===== src/uart_settings.svh =====
// compile-time settings for the uart peripheral
// frame size, oversampling, fifo sizing and baud divisor
`ifndef UART_SETTINGS_SVH
`define UART_SETTINGS_SVH

//////////////////////////////////////////////////
// serial frame
//////////////////////////////////////////////////

`define dataBits		8	// fixed 8N1 frame
`define ticksPerBit		16	// 16x oversampling
`define sbTick			16	// ticks in the stop bit, one stop bit

//////////////////////////////////////////////////
// fifos
//////////////////////////////////////////////////

`define fifoDepth		16	// entries per fifo
`define fifoCntrWidth	5	// count has to hold 0..fifoDepth

//////////////////////////////////////////////////
// baud rate
//////////////////////////////////////////////////

// clk cycles per oversampling tick
// bit time = clksPerTick * ticksPerBit clk cycles, 64 with the default
`define clksPerTick		4

`endif


===== src/uartLinePkg.sv =====
// serial side types
// data byte on the line and the word handed from receiver to rx fifo
`include "uart_settings.svh"

package uartLinePkg;

	//////////////////////////////////////////////////
	// byte as it travels on tx / rx
	//////////////////////////////////////////////////

	typedef logic [`dataBits-1:0] dataByte;	// one frame payload

	//////////////////////////////////////////////////
	// received word
	//////////////////////////////////////////////////

	// payload of the receive fifo
	// frameErr rides along with its own byte so the host can
	// tell which entry had a bad stop bit
	typedef struct packed
	{
		dataByte	data;		// sampled data bits, lsb first on the wire
		logic		frameErr;	// stop sample read low
	} rxWord;

endpackage


===== src/uartHostPkg.sv =====
// host side types
// command enum, request / response structs, status byte

package uartHostPkg;

	// three host commands, value 3 unused
	typedef enum logic [1:0]
	{
		CMD_READ	= 2'd0,	// pop a received byte
		CMD_WRITE	= 2'd1,	// push a byte to send
		CMD_STAT	= 2'd2	// read status, clears sticky flags
	} hostCmd;

	typedef struct packed
	{
		hostCmd					cmd;
		uartLinePkg::dataByte	wrData;	// only meaningful for CMD_WRITE
	} hostReq;

	typedef struct packed
	{
		uartLinePkg::dataByte	rdData;	// head byte or status
	} hostRsp;

	// status byte, msb first
	typedef struct packed
	{
		logic	spare;		// reads as zero
		logic	rxWordErr;	// frame error of the rx head entry
		logic	overrun;	// sticky, word dropped on full rx fifo
		logic	frameErr;	// sticky, bad stop bit seen
		logic	rxFull;
		logic	rxEmpty;
		logic	txFull;
		logic	txEmpty;
	} uartStatus;

endpackage


===== src/baudTickGen.sv =====
// baud tick generator
// one-cycle tick every DIVISOR clk cycles, 16 ticks per bit
`timescale 1ns/1ns
`include "uart_settings.svh"

module baudTickGen
#(
	parameter int DIVISOR = `clksPerTick
)
(
	input	logic	clk,
	input	logic	reset,
	output	logic	tick
);

	localparam int cntWidth = (DIVISOR > 1) ? $clog2(DIVISOR) : 1;

	logic [cntWidth-1:0] cnt;	// free running, wraps at DIVISOR-1

	always_ff @(posedge clk or posedge reset)
	begin
		if (reset)
			cnt <= '0;
		else if (tick)
			cnt <= '0;	// wrap
		else
			cnt <= cnt + 1'b1;
	end

	assign tick = (cnt == cntWidth'(DIVISOR - 1));	// last count of the period

	// with DIVISOR of 1 the tick is simply always high
	generate
		if (DIVISOR > 1)
		begin : gTickCheck
			assert property (@(posedge clk) disable iff (reset) tick |=> !tick);
		end
	endgenerate

endmodule


===== src/uartFifo.sv =====
// show-ahead fifo, payload type set by parameter
// circular buffer, valid/ready on both sides, occupancy count
`timescale 1ns/1ns
`include "uart_settings.svh"

module uartFifo
#(
	parameter type T = logic [7:0],
	parameter int DEPTH = `fifoDepth
)
(
	input	logic						clk,
	input	logic						reset,
	input	T							inData,
	input	logic						inValid,
	output	logic						inReady,
	output	T							outData,
	output	logic						outValid,
	input	logic						outReady,
	output	logic [`fifoCntrWidth-1:0]	count
);

	localparam int ptrWidth = (DEPTH > 1) ? $clog2(DEPTH) : 1;

	T mem [DEPTH];	// storage, no reset
	logic [ptrWidth-1:0] wrPtr;
	logic [ptrWidth-1:0] rdPtr;
	logic push;
	logic pop;

	// pointer increment with wrap for any depth
	function automatic logic [ptrWidth-1:0] nextPtr(input logic [ptrWidth-1:0] p);
		return (p == ptrWidth'(DEPTH - 1)) ? '0 : p + 1'b1;
	endfunction

	assign inReady = (count != `fifoCntrWidth'(DEPTH));	// not full
	assign outValid = (count != '0);	// not empty
	assign push = inValid && inReady;
	assign pop = outValid && outReady;
	assign outData = mem[rdPtr];	// head shown ahead of the pop

	always_ff @(posedge clk)
	begin
		if (push)
			mem[wrPtr] <= inData;
	end

	always_ff @(posedge clk or posedge reset)
	begin
		if (reset)
		begin
			wrPtr <= '0;
			rdPtr <= '0;
			count <= '0;
		end
		else
		begin
			if (push)
				wrPtr <= nextPtr(wrPtr);
			if (pop)
				rdPtr <= nextPtr(rdPtr);
			case ({push, pop})
				2'b10:		count <= count + 1'b1;
				2'b01:		count <= count - 1'b1;
				default:	count <= count;	// idle or push+pop
			endcase
		end
	end

	assert property (@(posedge clk) disable iff (reset) count <= `fifoCntrWidth'(DEPTH));
	// head must hold while the consumer stalls
	assert property (@(posedge clk) disable iff (reset)
		(outValid && !outReady) |=> $stable(outData));

endmodule


===== src/uartTrans.sv =====
// serial transmitter, 8N1
// fsm idle / start / data / stop, lsb first, registered tx
`timescale 1ns/1ns
`include "uart_settings.svh"

module uartTrans
(
	input	logic					clk,
	input	logic					reset,
	input	logic					tick,		// 16x oversampling strobe
	input	uartLinePkg::dataByte	inData,
	input	logic					inValid,
	output	logic					inReady,
	output	logic					tx
);

	localparam int tickWidth = $clog2((`sbTick > `ticksPerBit) ? `sbTick : `ticksPerBit);
	localparam int bitWidth = $clog2(`dataBits);

	typedef enum logic [1:0] {sIdle, sStart, sData, sStop} txState;

	txState state;
	logic [tickWidth-1:0] tickCnt;	// ticks inside the current bit
	logic [bitWidth-1:0] bitCnt;	// data bit index
	uartLinePkg::dataByte shReg;	// byte being shifted out
	logic txReg;
	logic load;
	logic bitEnd;
	logic stopEnd;

	assign inReady = (state == sIdle);	// byte taken on the transfer edge
	assign load = inValid && inReady;
	assign bitEnd = tick && (tickCnt == tickWidth'(`ticksPerBit - 1));
	assign stopEnd = tick && (tickCnt == tickWidth'(`sbTick - 1));

	//////////////////////////////////////////////////
	// shift register
	//////////////////////////////////////////////////

	always_ff @(posedge clk)
	begin
		if (load)
			shReg <= inData;
		else if ((state == sData) && bitEnd)
			shReg <= shReg >> 1;	// next bit into [0]
	end

	//////////////////////////////////////////////////
	// fsm
	//////////////////////////////////////////////////

	always_ff @(posedge clk or posedge reset)
	begin
		if (reset)
		begin
			state <= sIdle;
			tickCnt <= '0;
			bitCnt <= '0;
			txReg <= 1'b1;	// line idles high
		end
		else
		begin
			case (state)
				sIdle:
				begin
					tickCnt <= '0;
					if (load)
					begin
						txReg <= 1'b0;	// start bit goes out with the state
						state <= sStart;
					end
				end
				sStart:
				begin
					if (bitEnd)
					begin
						tickCnt <= '0;
						bitCnt <= '0;
						txReg <= shReg[0];	// first data bit
						state <= sData;
					end
					else if (tick)
						tickCnt <= tickCnt + 1'b1;
				end
				sData:
				begin
					if (bitEnd)
					begin
						tickCnt <= '0;
						if (bitCnt == bitWidth'(`dataBits - 1))
						begin
							txReg <= 1'b1;	// stop bit
							state <= sStop;
						end
						else
						begin
							bitCnt <= bitCnt + 1'b1;
							txReg <= shReg[1];	// the bit about to shift into [0]
						end
					end
					else if (tick)
						tickCnt <= tickCnt + 1'b1;
				end
				sStop:
				begin
					if (stopEnd)
						state <= sIdle;	// ready again on this tick
					else if (tick)
						tickCnt <= tickCnt + 1'b1;
				end
			endcase
		end
	end

	assign tx = txReg;

	assert property (@(posedge clk) disable iff (reset) (state == sIdle) |-> tx);
	assert property (@(posedge clk) disable iff (reset) (state == sStart) |-> !tx);
	// ready drops only on a transfer, returns only on a tick
	assert property (@(posedge clk) disable iff (reset) $fell(inReady) |-> $past(inValid));
	assert property (@(posedge clk) disable iff (reset) $rose(inReady) |-> $past(tick));

endmodule


===== src/uartRecv.sv =====
// oversampling serial receiver, 8N1
// 2-flop sync, start confirm at mid-bit, centre sampling, stop check
`timescale 1ns/1ns
`include "uart_settings.svh"

module uartRecv
(
	input	logic					clk,
	input	logic					reset,
	input	logic					tick,
	input	logic					rx,
	output	uartLinePkg::rxWord		word,
	output	logic					wordValid	// one cycle, no ready
);

	localparam int tickWidth = $clog2(`ticksPerBit);
	localparam int bitWidth = $clog2(`dataBits);

	typedef enum logic [1:0] {sIdle, sStart, sData, sStop} rxState;

	rxState state;
	logic rxMeta;	// first sync stage
	logic rxSync;	// second sync stage, safe to use
	logic rxPrev;	// for edge detect
	logic [tickWidth-1:0] tickCnt;
	logic [bitWidth-1:0] bitCnt;
	uartLinePkg::dataByte shReg;	// collects bits, lsb arrives first
	logic midEnd;
	logic bitEnd;

	assign midEnd = tick && (tickCnt == tickWidth'(`ticksPerBit / 2 - 1));	// half a bit
	assign bitEnd = tick && (tickCnt == tickWidth'(`ticksPerBit - 1));	// a full bit

	//////////////////////////////////////////////////
	// payload
	//////////////////////////////////////////////////

	always_ff @(posedge clk)
	begin
		if ((state == sData) && bitEnd)
			shReg <= {rxSync, shReg[`dataBits-1:1]};	// shift in from the top
		if ((state == sStop) && bitEnd)
		begin
			word.data <= shReg;
			word.frameErr <= !rxSync;	// stop must read high
		end
	end

	//////////////////////////////////////////////////
	// sync + fsm
	//////////////////////////////////////////////////

	always_ff @(posedge clk or posedge reset)
	begin
		if (reset)
		begin
			rxMeta <= 1'b1;
			rxSync <= 1'b1;
			rxPrev <= 1'b1;
			state <= sIdle;
			tickCnt <= '0;
			bitCnt <= '0;
			wordValid <= 1'b0;
		end
		else
		begin
			rxMeta <= rx;
			rxSync <= rxMeta;
			rxPrev <= rxSync;
			wordValid <= 1'b0;	// pulse default
			case (state)
				sIdle:
				begin
					tickCnt <= '0;
					if (rxPrev && !rxSync)	// falling edge, maybe a start bit
						state <= sStart;
				end
				sStart:
				begin
					if (midEnd)
					begin
						tickCnt <= '0;
						bitCnt <= '0;
						state <= rxSync ? sIdle : sData;	// glitch goes back to idle
					end
					else if (tick)
						tickCnt <= tickCnt + 1'b1;
				end
				sData:
				begin
					if (bitEnd)
					begin
						tickCnt <= '0;
						if (bitCnt == bitWidth'(`dataBits - 1))
							state <= sStop;
						else
							bitCnt <= bitCnt + 1'b1;
					end
					else if (tick)
						tickCnt <= tickCnt + 1'b1;
				end
				sStop:
				begin
					if (bitEnd)	// middle of the stop bit
					begin
						wordValid <= 1'b1;
						state <= sIdle;
					end
					else if (tick)
						tickCnt <= tickCnt + 1'b1;
				end
			endcase
		end
	end

	assert property (@(posedge clk) disable iff (reset) wordValid |=> !wordValid);

endmodule


===== src/uartPeripheral.sv =====
// uart peripheral top
// host command decode, status byte, sticky flags, block instances
`timescale 1ns/1ns
`include "uart_settings.svh"

module uartPeripheral
(
	input	logic					clk,
	input	logic					reset,
	input	uartHostPkg::hostReq	req,
	input	logic					reqValid,
	output	logic					reqReady,
	output	uartHostPkg::hostRsp	rsp,
	output	logic					rspValid,
	output	logic					tx,
	input	logic					rx
);

	logic tick;
	uartLinePkg::dataByte txData;	// tx fifo head
	logic txValid;
	logic txReady;
	logic txInReady;
	logic txPush;
	logic [`fifoCntrWidth-1:0] txCount;
	uartLinePkg::rxWord rxWordIn;	// receiver -> rx fifo
	uartLinePkg::rxWord rxHead;
	logic rxWordValid;
	logic rxInReady;
	logic rxValid;
	logic rxPop;
	logic [`fifoCntrWidth-1:0] rxCount;
	logic isRead;
	logic isWrite;
	logic isStat;
	logic accept;
	logic frameErrReg;	// sticky
	logic overrunReg;	// sticky
	uartHostPkg::uartStatus status;

	//////////////////////////////////////////////////
	// command decode
	//////////////////////////////////////////////////

	assign isRead = (req.cmd == uartHostPkg::CMD_READ);
	assign isWrite = (req.cmd == uartHostPkg::CMD_WRITE);
	assign isStat = (req.cmd == uartHostPkg::CMD_STAT);
	assign txPush = reqValid && isWrite;
	assign rxPop = reqValid && isRead;	// fifo pops only when it has data
	assign accept = reqValid && reqReady;

	always_comb
	begin
		if (isWrite)
			reqReady = txInReady;
		else if (isRead)
			reqReady = rxValid;
		else
			reqReady = 1'b1;	// status, unused code just gets consumed
	end

	always_comb
	begin
		status = '0;	// spare reads zero
		status.txEmpty = (txCount == '0);
		status.txFull = !txInReady;
		status.rxEmpty = !rxValid;
		status.rxFull = (rxCount == `fifoCntrWidth'(`fifoDepth));
		status.frameErr = frameErrReg;
		status.overrun = overrunReg;
		status.rxWordErr = rxValid && rxHead.frameErr;
	end

	//////////////////////////////////////////////////
	// response and sticky flags
	//////////////////////////////////////////////////

	always_ff @(posedge clk)
	begin
		if (accept)
			rsp.rdData <= isRead ? rxHead.data : uartLinePkg::dataByte'(status);
	end

	always_ff @(posedge clk or posedge reset)
	begin
		if (reset)
		begin
			rspValid <= 1'b0;
			frameErrReg <= 1'b0;
			overrunReg <= 1'b0;
		end
		else
		begin
			rspValid <= accept && (isRead || isStat);	// writes are silent
			// a new event wins over a clear in the same cycle
			if (rxWordValid && rxInReady && rxWordIn.frameErr)
				frameErrReg <= 1'b1;
			else if (accept && isStat)
				frameErrReg <= 1'b0;
			if (rxWordValid && !rxInReady)	// dropped word
				overrunReg <= 1'b1;
			else if (accept && isStat)
				overrunReg <= 1'b0;
		end
	end

	//////////////////////////////////////////////////
	// blocks
	//////////////////////////////////////////////////

	baudTickGen #(.DIVISOR(`clksPerTick)) tickGen
	(
		.clk(clk), .reset(reset), .tick(tick)
	);

	uartFifo #(.T(uartLinePkg::dataByte), .DEPTH(`fifoDepth)) txFifo
	(
		.clk(clk), .reset(reset),
		.inData(req.wrData), .inValid(txPush), .inReady(txInReady),
		.outData(txData), .outValid(txValid), .outReady(txReady),
		.count(txCount)
	);

	uartFifo #(.T(uartLinePkg::rxWord), .DEPTH(`fifoDepth)) rxFifo
	(
		.clk(clk), .reset(reset),
		.inData(rxWordIn), .inValid(rxWordValid), .inReady(rxInReady),
		.outData(rxHead), .outValid(rxValid), .outReady(rxPop),
		.count(rxCount)
	);

	uartTrans trans
	(
		.clk(clk), .reset(reset), .tick(tick),
		.inData(txData), .inValid(txValid), .inReady(txReady), .tx(tx)
	);

	uartRecv recv
	(
		.clk(clk), .reset(reset), .tick(tick), .rx(rx),
		.word(rxWordIn), .wordValid(rxWordValid)
	);

	// every response traces back to an accepted read or status request
	assert property (@(posedge clk) disable iff (reset)
		rspValid |-> $past(accept && !isWrite));

endmodule


===== config.mk =====
export PLATFORM = sky130hd
export DESIGN_NAME = uartPeripheral
export DESIGN_NICKNAME = d
export VERILOG_FILES = /design/src/uartLinePkg.sv /design/src/uartHostPkg.sv /design/src/baudTickGen.sv /design/src/uartFifo.sv /design/src/uartTrans.sv /design/src/uartRecv.sv /design/src/uartPeripheral.sv
export VERILOG_INCLUDE_DIRS = /design/src
export SDC_FILE = /design/constraint.sdc
export NUM_CORES = 1
export LEC_CHECK = 0
export BUFFER_PORTS_ARGS = -buffer_cell sky130_fd_sc_hd__buf_2
export CAP_MARGIN = 40
export CORE_ASPECT_RATIO = 0.8
export CORE_UTILIZATION = 30
export CTS_CLUSTER_SIZE = 14
export DETAILED_ROUTE_END_ITERATION = 10
export PLACE_DENSITY_LB_ADDON = 0.1
export RECOVER_POWER = 100
export SYNTH_ARGS = -nofsm -noshare
export SYNTH_HDL_FRONTEND = slang
export SYNTH_SLANG_ARGS = --single-unit

===== constraint.sdc =====
create_clock -name clk -period 2.9 [get_ports clk]
set_input_delay 0.29 -clock clk [delete_from_list [all_inputs] [get_ports clk]]
set_output_delay 0.29 -clock clk [all_outputs]
set_load 0.02 [all_outputs]

==> impl_metrics.env, run 1 <==
export IMPL_ir_drop_uv=304
export IMPL_finClkSkew_ns=0.0199
export IMPL_yosys_area_top_type="edfxtp_1"
export IMPL_route_detailed_drc=0
export IMPL_drv_cap=0
export IMPL_netlist_top_cells_area="edfxtp_1 61%, mux4_2 9.2%, dfrtp_1 8.4%"
export IMPL_required_ns=3.37
export IMPL_min_period_over_period_pct=92.0
export IMPL_synth_edff_count=305
export IMPL_power_total_mw=15.3
export IMPL_start_kind="flip-flop"
export IMPL_gp_congestion=0.730
export IMPL_finalMaxSlewViolations=0
export IMPL_synth_ff_type="edfxtp_1"
export IMPL_root_buffer="clkbuf_16"
export IMPL_worst_path_max_fanout=8
export IMPL_antenna_found_initial=0
export IMPL_ys_ff_latch=359
export IMPL_outcome="finished clean"
export IMPL_die_x_um=251
export IMPL_cts_num_sinks=359
export IMPL_rsz0062_at_grt="false"
export IMPL_antenna_cells=0
export IMPL_drive_above_1_share_pct=19.8
export IMPL_vias_per_cell=4.85
export IMPL_crit_type="flip-flop to flip-flop"
export IMPL_min_path_type="input port to flip-flop"
export IMPL_r2r_end="txFifo.count[4]"
export IMPL_async_flop_share_pct=15.0
export IMPL_dr_total_vias=7840
export IMPL_num_rows=72
export IMPL_area_growth_pct=15.9
export IMPL_synth_area_um2=14900
export IMPL_setup_viol=0
export IMPL_r2r_start="txFifo.count[2]"
export IMPL_cts_setup_buffers=0
export IMPL_ant_nets=0
export IMPL_track_usage_pct=13.9
export IMPL_insertion_delay_ns=0.57
export IMPL_initial_core_util_pct=30.6
export IMPL_numCtsBuffers=40
export IMPL_seq_area_frac_synth_pct=70.6
export IMPL_hold_violations=0
export IMPL_power_density_nw_per_um2=885
export IMPL_ys_warn_count=0
export IMPL_core_um2=48600
export IMPL_grt_pass1_vias=8038
export IMPL_drt_pass1_iter_count=5
export IMPL_setup_worst_path_start="txFifo.count[2]"
export IMPL_syn_inst=870
export IMPL_rrSetupSlack_ns=0.23
export IMPL_wl_per_cell_um=21.0
export IMPL_grt_first_pass_wirelength_mm=52.1
export IMPL_crit_path_end="txFifo.count[4]"
export IMPL_hold_ws_ns=0.0663
export IMPL_syn_num_nets=913
export IMPL_syn_area_per_cell_um2=17.1
export IMPL_die_area_um2=50600
export IMPL_die_h_um=201
export IMPL_io_pins=25
export IMPL_drtIter0Drc=502
export IMPL_cts_tree="done"
export IMPL_wirelength_mm=33.9
export IMPL_worstHoldStart="reqValid"
export IMPL_final_nets=1001
export IMPL_worstSetupEndpointType="flip-flop"
export IMPL_grt_overflow=0
export IMPL_place_port_buffers=24
export IMPL_tns_ns=0
export IMPL_max_slew_margin_pct=1.70
export IMPL_tightestPinTransition_ns=1.47
export IMPL_hpwlAfterDp_mm=22.3
export IMPL_reg2reg_depth=10
export IMPL_grt_max_degree=55
export IMPL_synthDistinctLibCells=70
export IMPL_cts_max_path_buffers=3
export IMPL_clk_pin_slew_ns=0.06
export IMPL_htreeDepth=2
export IMPL_layout_min_cycle_time_ns=2.67
export IMPL_fmax_ghz=0.375
export IMPL_p_leak_nw=5.87
export IMPL_synth_top_area_share_pct=61.5
export IMPL_cp_data_arrival_time_ns=3.14
## per-layer routing
layer	part of all wire [%]	up-vias	global-route usage (%)
li1	-	3618	-
met1	54	4022	22.3
met2	40	150	18.3
met3	4.4	50	2.69
met4	2.0	0	4.51
met5	0	-	0
## cells in the final DEF (no fill, tap or decap), types with 8 or more instances in the layout
| cell | count |
|---|---|
| o22ai_1 | 11 |
| nor3_1 | 17 |
| dfrtp_1 | 48 |
| inv_1 | 17 |
| buf_4 | 20 |
| o21ai_0 | 19 |
| mux2i_1 | 33 |
| a21oi_1 | 23 |
| a21o_1 | 9 |
| nand2b_1 | 9 |
| edfxtp_1 | 305 |
| clkbuf_1 | 52 |
| clkinv_1 | 11 |
| xor2_1 | 11 |
| nand3_1 | 14 |
| nand2_1 | 43 |
| mux2_2 | 13 |
| a22o_1 | 8 |
| mux4_2 | 61 |
| nor2_1 | 47 |
| ha_1 | 28 |
| a211oi_1 | 8 |
| clkbuf_16 | 40 |
| clkbuf_2 | 18 |
## Yosys cell counts (all sizes together), types with 3 or more instances
| cell | count |
|---|---|
| edfxtp | 305 |
| mux4 | 61 |
| dfrtp | 50 |
| nor2 | 48 |
| nand2 | 44 |
| mux2i | 33 |
| buf | 30 |
| ha | 29 |
| a21oi | 23 |
| o21ai | 20 |
| inv | 19 |
| clkbuf | 18 |
| nor3 | 17 |
| mux2 | 14 |
| nand3 | 14 |
| o22ai | 11 |
| xor2 | 11 |
| nand2b | 10 |
| a21o | 9 |
| a211oi | 8 |
| a22o | 8 |
| o221ai | 7 |
| xnor2 | 7 |
| a31oi | 6 |
| nor2b | 6 |
| a22oi | 4 |
| and3 | 4 |
| dfstp | 4 |
| nand4 | 4 |
| a21boi | 3 |
| and4 | 3 |
| nor3b | 3 |
| nor4 | 3 |
| o31ai | 3 |
| or3b | 3 |
## cell families (layout without fill, tap and decap cells)
group | count (synthesis) | in the layout | share of synthesized area (%)
buffers and inverters | 67 | 184 | 2.15
AND/OR/NAND/NOR | 170 | 170 | 5.74
AO/OA/AOI/OAI | 119 | 119 | 5.54
flip-flops | 359 | 359 | 70.6
multiplexers | 108 | 108 | 12.5
adder cells (fa/ha/maj) | 29 | 29 | 2.43
XOR/XNOR | 18 | 18 | 1.06
## flip-flops by register name, indices dropped and copies added (netlist names), 2 cells and up, named ones only
name	flops
rxFifo.mem	144
trans.shReg	8
rxFifo.rdPtr	4
recv.tickCnt	4
trans.bitCnt	3
txFifo.mem	128
txFifo.wrPtr	4
rxFifo.wrPtr	4
tickGen.cnt	2
txFifo.rdPtr	4
recv.shReg	8
rsp	8
rxFifo.count	5
txFifo.count	5
trans.tickCnt	4
recv.word	9
trans.state	2
recv.bitCnt	3
## report_power, final
part | switching [mW] | internal [mW]
logic | 1.96 | 1.79
registers | 0.450 | 5.95
clock network | 2.05 | 3.10
total | 4.46 | 10.8
## critical path, cell delays in order, from the launching register on
cell and delay (ns):
dfrtp_1 0.48, or4_4 0.57, o21ai_4 0.16, inv_2 0.09
ha_2 0.25, xor2_1 0.16, ha_1 0.22, o21a_1 0.18
o21a_1 0.16, o32ai_1 0.15, xor2_1 0.18
## layout make-up
| cell class | instances | area (um2) |
|---|---|---|
| inverter | 19 | 71.3 |
| timing repair buffer | 94 | 502 |
| sequential | 359 | 10500 |
| clock inverter | 25 | 302 |
| tap | 629 | 787 |
| multi-input combinational | 444 | 4070 |
| clock buffer | 46 | 1030 |
| fill | 4628 | 31400 |
## through the flow
step	area (um2)	std cells	setup WS, ns	utilization [%]
6_report	17300	1616	0.232	35.5
5_1_grt	17300	1616	0.0483	35.5
4_1_cts	17500	1616	0.114	35.9
3_5_place_dp	16100	1543	0.137	33.1
3_3_place_gp	16100	1543	0.154	33.1
2_1_floorplan	14900	870	0.148	-
## how the worst min path moves through the flow
stage / to / depth (start not counted)
CTS: rspValid / 2
global route: rspValid / 2
finish: rspValid / 2
detailed placement: recv.rxSync / 0
floorplan: recv.rxMeta / 0
global placement: recv.rxSync / 0
## timing repair
action                                  CTS  global route
resized for setup                         0             1
endpoints found under the hold margin    51             0
hold buffers                              2             0
endpoints found under the setup margin    0             1
No activity file was read; power rests on OpenSTA's default activity.
==> inputs of run 2 (changes only) <==
--- a/config.mk
+++ b/config.mk
@@ -8,7 +8,7 @@
 export LEC_CHECK = 0
 export BUFFER_PORTS_ARGS = -buffer_cell sky130_fd_sc_hd__buf_2
 export CAP_MARGIN = 40
-export CORE_ASPECT_RATIO = 0.8
+export CORE_ASPECT_RATIO = 2
 export CORE_UTILIZATION = 30
 export CTS_CLUSTER_SIZE = 14
 export DETAILED_ROUTE_END_ITERATION = 10
==> impl_metrics.env, run 2 (synthesized netlist as in run 1, its figures left out) <==
export IMPL_met3_usage_pct=2.10
export IMPL_place_port_buffers=24
export IMPL_failed_checks="max-capacitance violations, max-slew violations"
export IMPL_power_density_nw_per_um2=882
export IMPL_hold_ws_ns=0.111
export IMPL_met1_usage_pct=13.4
export IMPL_root_buffer="clkbuf_16"
export IMPL_grt_first_pass_wirelength_mm=56.5
export IMPL_largest_register_ffs=144
export IMPL_grt_max_degree=55
export IMPL_hpwlAfterDp_mm=27.4
export IMPL_top_usage_layer="met2"
export IMPL_area_growth_pct=15.9
export IMPL_antenna_found_initial=2
export IMPL_numCtsBuffers=36
export IMPL_cts_max_path_buffers=3
export IMPL_drv_cap=1
export IMPL_design_area_um2=17300
export IMPL_placed_area_um2=16200
export IMPL_tns_ns=0
export IMPL_track_usage_pct=15.4
export IMPL_rrSetupSlack_ns=0.16
export IMPL_setup_viol=0
export IMPL_layout_min_cycle_time_ns=2.74
export IMPL_wl_per_cell_um=23.3
export IMPL_p_leak_nw=5.90
export IMPL_insertion_delay_ns=0.53
export IMPL_dr_total_vias=7764
export IMPL_dp_cells=1562
export IMPL_num_rows=115
export IMPL_min_period_over_period_pct=94.5
export IMPL_grt_overflow=0
export IMPL_finClkSkew_ns=0.0207
export IMPL_fmax_ghz=0.365
export IMPL_drtIter0Drc=361
export IMPL_core_um2=49100
export IMPL_htreeDepth=2
export IMPL_io_pins=25
export IMPL_start_kind="flip-flop"
export IMPL_cts_tree="done"
export IMPL_drive_above_1_share_pct=21.2
export IMPL_die_area_um2=50600
export IMPL_finalMaxSlewViolations=55
export IMPL_cts_num_sinks=359
export IMPL_max_slew_margin_pct=-2.68
export IMPL_worst_path_max_fanout=8
export IMPL_final_nets=1001
export IMPL_hold_violations=0
export IMPL_crit_type="flip-flop to flip-flop"
export IMPL_rsz0062_at_grt="false"
export IMPL_final_common_cell="edfxtp_1"
export IMPL_die_h_um=317
export IMPL_largestRegisters="rxFifo.mem x144, txFifo.mem x128, recv.word x9"
export IMPL_outcome="complete, but fails checks"
export IMPL_min_path_type="input port to flip-flop"
export IMPL_tightestPinTransition_ns=1.54
export IMPL_cts_setup_buffers=0
export IMPL_ir_drop_uv=505
export IMPL_drt_pass1_iter_count=5
export IMPL_vias_per_cell=4.77
export IMPL_clk_pin_slew_ns=0.06
export IMPL_grt_pass1_vias=8711
export IMPL_route_detailed_drc=0
export IMPL_top_register="rxFifo.mem"
export IMPL_grt_use_met2_pct=34.3
export IMPL_cp_data_arrival_time_ns=3.16
export IMPL_wirelength_mm=38.0
export IMPL_die_x_um=160
export IMPL_worstSetupEndpointType="flip-flop"
export IMPL_fin_cells=1627
export IMPL_required_ns=3.32
export IMPL_initial_core_util_pct=30.4
export IMPL_ant_nets=0
export IMPL_antenna_cells=0
export IMPL_final_cell_mix="305 x edfxtp_1, 61 x mux4_2, 48 x dfrtp_1"
export IMPL_gp_congestion=0.740
run 2: cell count changes in the layout (fill, tap and decap cells not counted), moves of 2 or more:
| cell | before | now |
|---|---|---|
| buf_12 | 2 | 5 |
| buf_2 | 5 | 8 |
| clkbuf_1 | 52 | 39 |
| clkbuf_16 | 40 | 38 |
| clkbuf_2 | 18 | 28 |
| clkinv_1 | 11 | 9 |
| clkinv_8 | 3 | 1 |
run 2: per-layer routing:
metal | part of all wire (%) | vias to the layer above | routed length, um
li1 | - | 3591 | -
met1 | 32 | 4005 | 12100
met2 | 63 | 109 | 24000
met3 | 2.5 | 55 | 959
met4 | 2.4 | 4 | 905
met5 | 0.061 | - | 23
run 2: timing repair:
action	4_1_cts	5_1_grt
setup endpoints to repair	0	2
hold buffers	1	0
endpoints found under the hold margin	1	0
resized for setup	0	3
run 2: path summary, 6_finish.rpt:
check / start / end / cells past startpoint
worst max-delay path: rxFifo.count[1] / rxFifo.count[4] / 10
worst min-delay path: req[8] / rspValid / 3
worst max register to register: rxFifo.count[1] / rxFifo.count[4] / 10
worst min register to register: recv.rxMeta / recv.rxSync / 0
max in group asynchronous: reset / txFifo.rdPtr[2] / 3
min in group asynchronous: reset / rxFifo.rdPtr[0] / 3
run 2: worst max-delay path: stages, from the launching register on:
cell       delay (ns)
dfrtp_1          0.40
nor4_4           0.39
buf_4            0.19
a21boi_1         0.08
inv_1            0.11
ha_1             0.20
buf_4            0.17
or4b_1           0.44
a2bb2oi_1        0.16
o211a_1          0.15
a2111oi_2        0.33
run 2: power breakdown:
part           internal, mW  leakage (nW)  switching [mW]
Sequential             5.95          3.43           0.463
Combinational          1.90          1.88            2.03
Clock                  2.86         0.594            2.03
run 2: cell type report:
type | instances | area, um2
clock buffer | 43 | 980
fill | 4645 | 31800
multi-input combinational | 444 | 4080
clock inverter | 21 | 238
tap | 643 | 805
sequential | 359 | 10500
inverter | 19 | 71.3
timing repair buffer | 98 | 579
run 2: stage by stage:
step | worst slack, ns | total power, mW | utilization [%]
final | 0.159 | 15.2 | 35.2
after global placement | 0.0725 | 10.6 | 33.0
after CTS | 0.00957 | 15.6 | 35.5
after detailed placement | 0.0287 | 10.6 | 33.0
after floorplan | 0.148 | 9.25 | -
after global routing | 0.0172 | 16.0 | 35.2
==> inputs of run 3 (changes only) <==
--- a/config.mk
+++ b/config.mk
@@ -9,7 +9,9 @@
 export BUFFER_PORTS_ARGS = -buffer_cell sky130_fd_sc_hd__buf_2
 export CAP_MARGIN = 40
 export CORE_ASPECT_RATIO = 2
+export CORE_MARGIN = 4
 export CORE_UTILIZATION = 30
+export CTS_CLUSTER_DIAMETER = 30
 export CTS_CLUSTER_SIZE = 14
 export DETAILED_ROUTE_END_ITERATION = 10
 export PLACE_DENSITY_LB_ADDON = 0.1
==> impl_metrics.env, run 3 (synthesized netlist as in run 1, its figures left out) <==
export IMPL_largest_register_ffs=144
export IMPL_design_area_um2=17800
export IMPL_final_nets=1009
export IMPL_cts_tree="done"
export IMPL_worstHoldStart="req[8]"
export IMPL_tns_ns=0
export IMPL_final_util_pct=36.2
export IMPL_finClkSkew_ns=0.0155
export IMPL_grt_max_degree=35
export IMPL_grt_overflow=0
export IMPL_rsz0062_at_grt="false"
export IMPL_wl_per_cell_um=22.6
export IMPL_num_rows=115
export IMPL_clk_pin_slew_ns=0.06
export IMPL_drt_pass1_iter_count=5
export IMPL_hpwlAfterDp_mm=26.6
export IMPL_top_register="rxFifo.mem"
export IMPL_gp_congestion=0.737
export IMPL_grt_pass1_vias=8634
export IMPL_track_usage_pct=14.0
export IMPL_root_buffer="clkbuf_16"
export IMPL_route_detailed_drc=0
export IMPL_hold_violations=0
export IMPL_area_growth_pct=19.6
export IMPL_layout_min_cycle_time_ns=2.72
export IMPL_core_um2=49200
export IMPL_fmax_ghz=0.367
export IMPL_antenna_found_initial=2
export IMPL_holdPathEnd="rspValid"
export IMPL_cts_max_path_buffers=3
export IMPL_place_port_buffers=24
export IMPL_drive_above_1_share_pct=23.6
export IMPL_drtIter0Drc=358
export IMPL_htreeDepth=2
export IMPL_placed_area_um2=16100
export IMPL_ir_drop_uv=448
export IMPL_worst_path_max_fanout=8
export IMPL_r2r_start="txFifo.count[0]"
export IMPL_r2r_end="txFifo.count[4]"
export IMPL_dr_total_vias=7926
export IMPL_min_path_type="input port to flip-flop"
export IMPL_io_pins=25
export IMPL_power_density_nw_per_um2=944
export IMPL_finalMaxSlewViolations=0
export IMPL_final_cell_mix="305 x edfxtp_1, 61 x mux4_2, 55 x clkbuf_16"
export IMPL_die_x_um=166
export IMPL_whs_path_depth=3
export IMPL_initial_core_util_pct=30.3
export IMPL_die_h_um=323
export IMPL_tightestPinTransition_ns=1.41
export IMPL_fin_cells=1655
export IMPL_start_kind="flip-flop"
export IMPL_drv_cap=0
export IMPL_min_period_over_period_pct=93.9
export IMPL_dp_cells=1552
export IMPL_grt_first_pass_wirelength_mm=56.2
export IMPL_largestRegisters="rxFifo.mem x144, txFifo.mem x128, recv.word x9"
export IMPL_setup_viol=0
export IMPL_worstSetupEndpointType="flip-flop"
export IMPL_p_leak_nw=6.19
export IMPL_insertion_delay_ns=0.57
export IMPL_crit_type="flip-flop to flip-flop"
export IMPL_final_common_cell="edfxtp_1"
export IMPL_reg2reg_depth=10
export IMPL_required_ns=3.40
export IMPL_cp_data_arrival_time_ns=3.22
export IMPL_outcome="finished clean"
export IMPL_cts_num_sinks=359
export IMPL_rrSetupSlack_ns=0.18
export IMPL_numCtsBuffers=53
export IMPL_max_slew_margin_pct=6.31
export IMPL_ant_nets=0
export IMPL_die_area_um2=53500
export IMPL_vias_per_cell=4.79
export IMPL_wirelength_mm=37.5
[run 3: cell count changes in the layout (fill, tap and decap cells not counted), sizes merged]
cell | previous run | this run
bufinv | 5 | 6
diode | 0 | 1
clkbuf | 107 | 122
inv | 18 | 34
clkinv | 16 | 15
buf | 33 | 28
dlygate4sd3 | 1 | 2
[run 3: through the flow]
| stage | total power, mW | hold slack, ns | setup WS (ns) |
|---|---|---|---|
| 2_1_floorplan | 9.25 | 0.294 | 0.148 |
| 3_3_place_gp | 10.5 | 0.371 | 0.130 |
| 6_report | 16.8 | 0.0652 | 0.177 |
| 5_1_grt | 17.7 | 0.0644 | 0.00633 |
| 4_1_cts | 17.2 | 0.0238 | 0.0668 |
| 3_5_place_dp | 10.5 | 0.370 | 0.0825 |
[run 3: how the worst max path moves through the flow]
stage | start | end | slack (ns) | depth (start not counted)
6_report | txFifo.count[0] | txFifo.count[4] | 0.18 | 10
5_1_grt | txFifo.count[2] | txFifo.mem[3][4] | 0.006 | 7
4_1_cts | rxFifo.count[0] | rxFifo.count[4] | 0.07 | 11
3_5_place_dp | rxFifo.count[0] | rxFifo.count[4] | 0.08 | 11
3_3_place_gp | rxFifo.count[0] | rxFifo.count[4] | 0.13 | 11
2_1_floorplan | rxFifo.count[1] | rxFifo.count[4] | 0.15 | 13
[run 3: layer usage]
layer,up-vias,global-route usage (%),wire length (um)
li1,3647,-,-
met4,2,5.32,1140
met2,124,30.1,23100
met1,4082,12.6,12100
met5,-,0,8
met3,71,2.30,1100
[run 3: where the power goes]
part	total, mW	switching (mW)	internal, mW
combinational	3.70	1.91	1.78
sequential	6.47	0.520	5.95
clock	6.65	2.52	4.13
total	16.8	4.96	11.9
[run 3: what timing repair did]
item                       in CTS  in global routing
setup buffers                   0                  0
hold endpoints to repair       51                  0
gates resized for setup         0                  2
setup endpoints to repair       0                  2
hold buffers                    2                  0
[run 3: layout make-up]
type,count,area (um2)
repair buffers,89,502
fillers,4736,31400
well taps,643,805
clock buffers,63,1430
clock inverters,37,434
multi-input cells,444,4070
inverters,19,71.3
flip-flops and latches,359,10500
diodes,1,2.50
[run 3: critical path, stage by stage (launching register included)]
cell and delay [ns]:
dfrtp_1 0.44, or4_4 0.59, o21ai_4 0.14, inv_1 0.15, ha_2 0.29, xor2_1 0.16
ha_1 0.22, o21a_1 0.18, o21a_1 0.16, o32ai_1 0.15, xor2_1 0.17
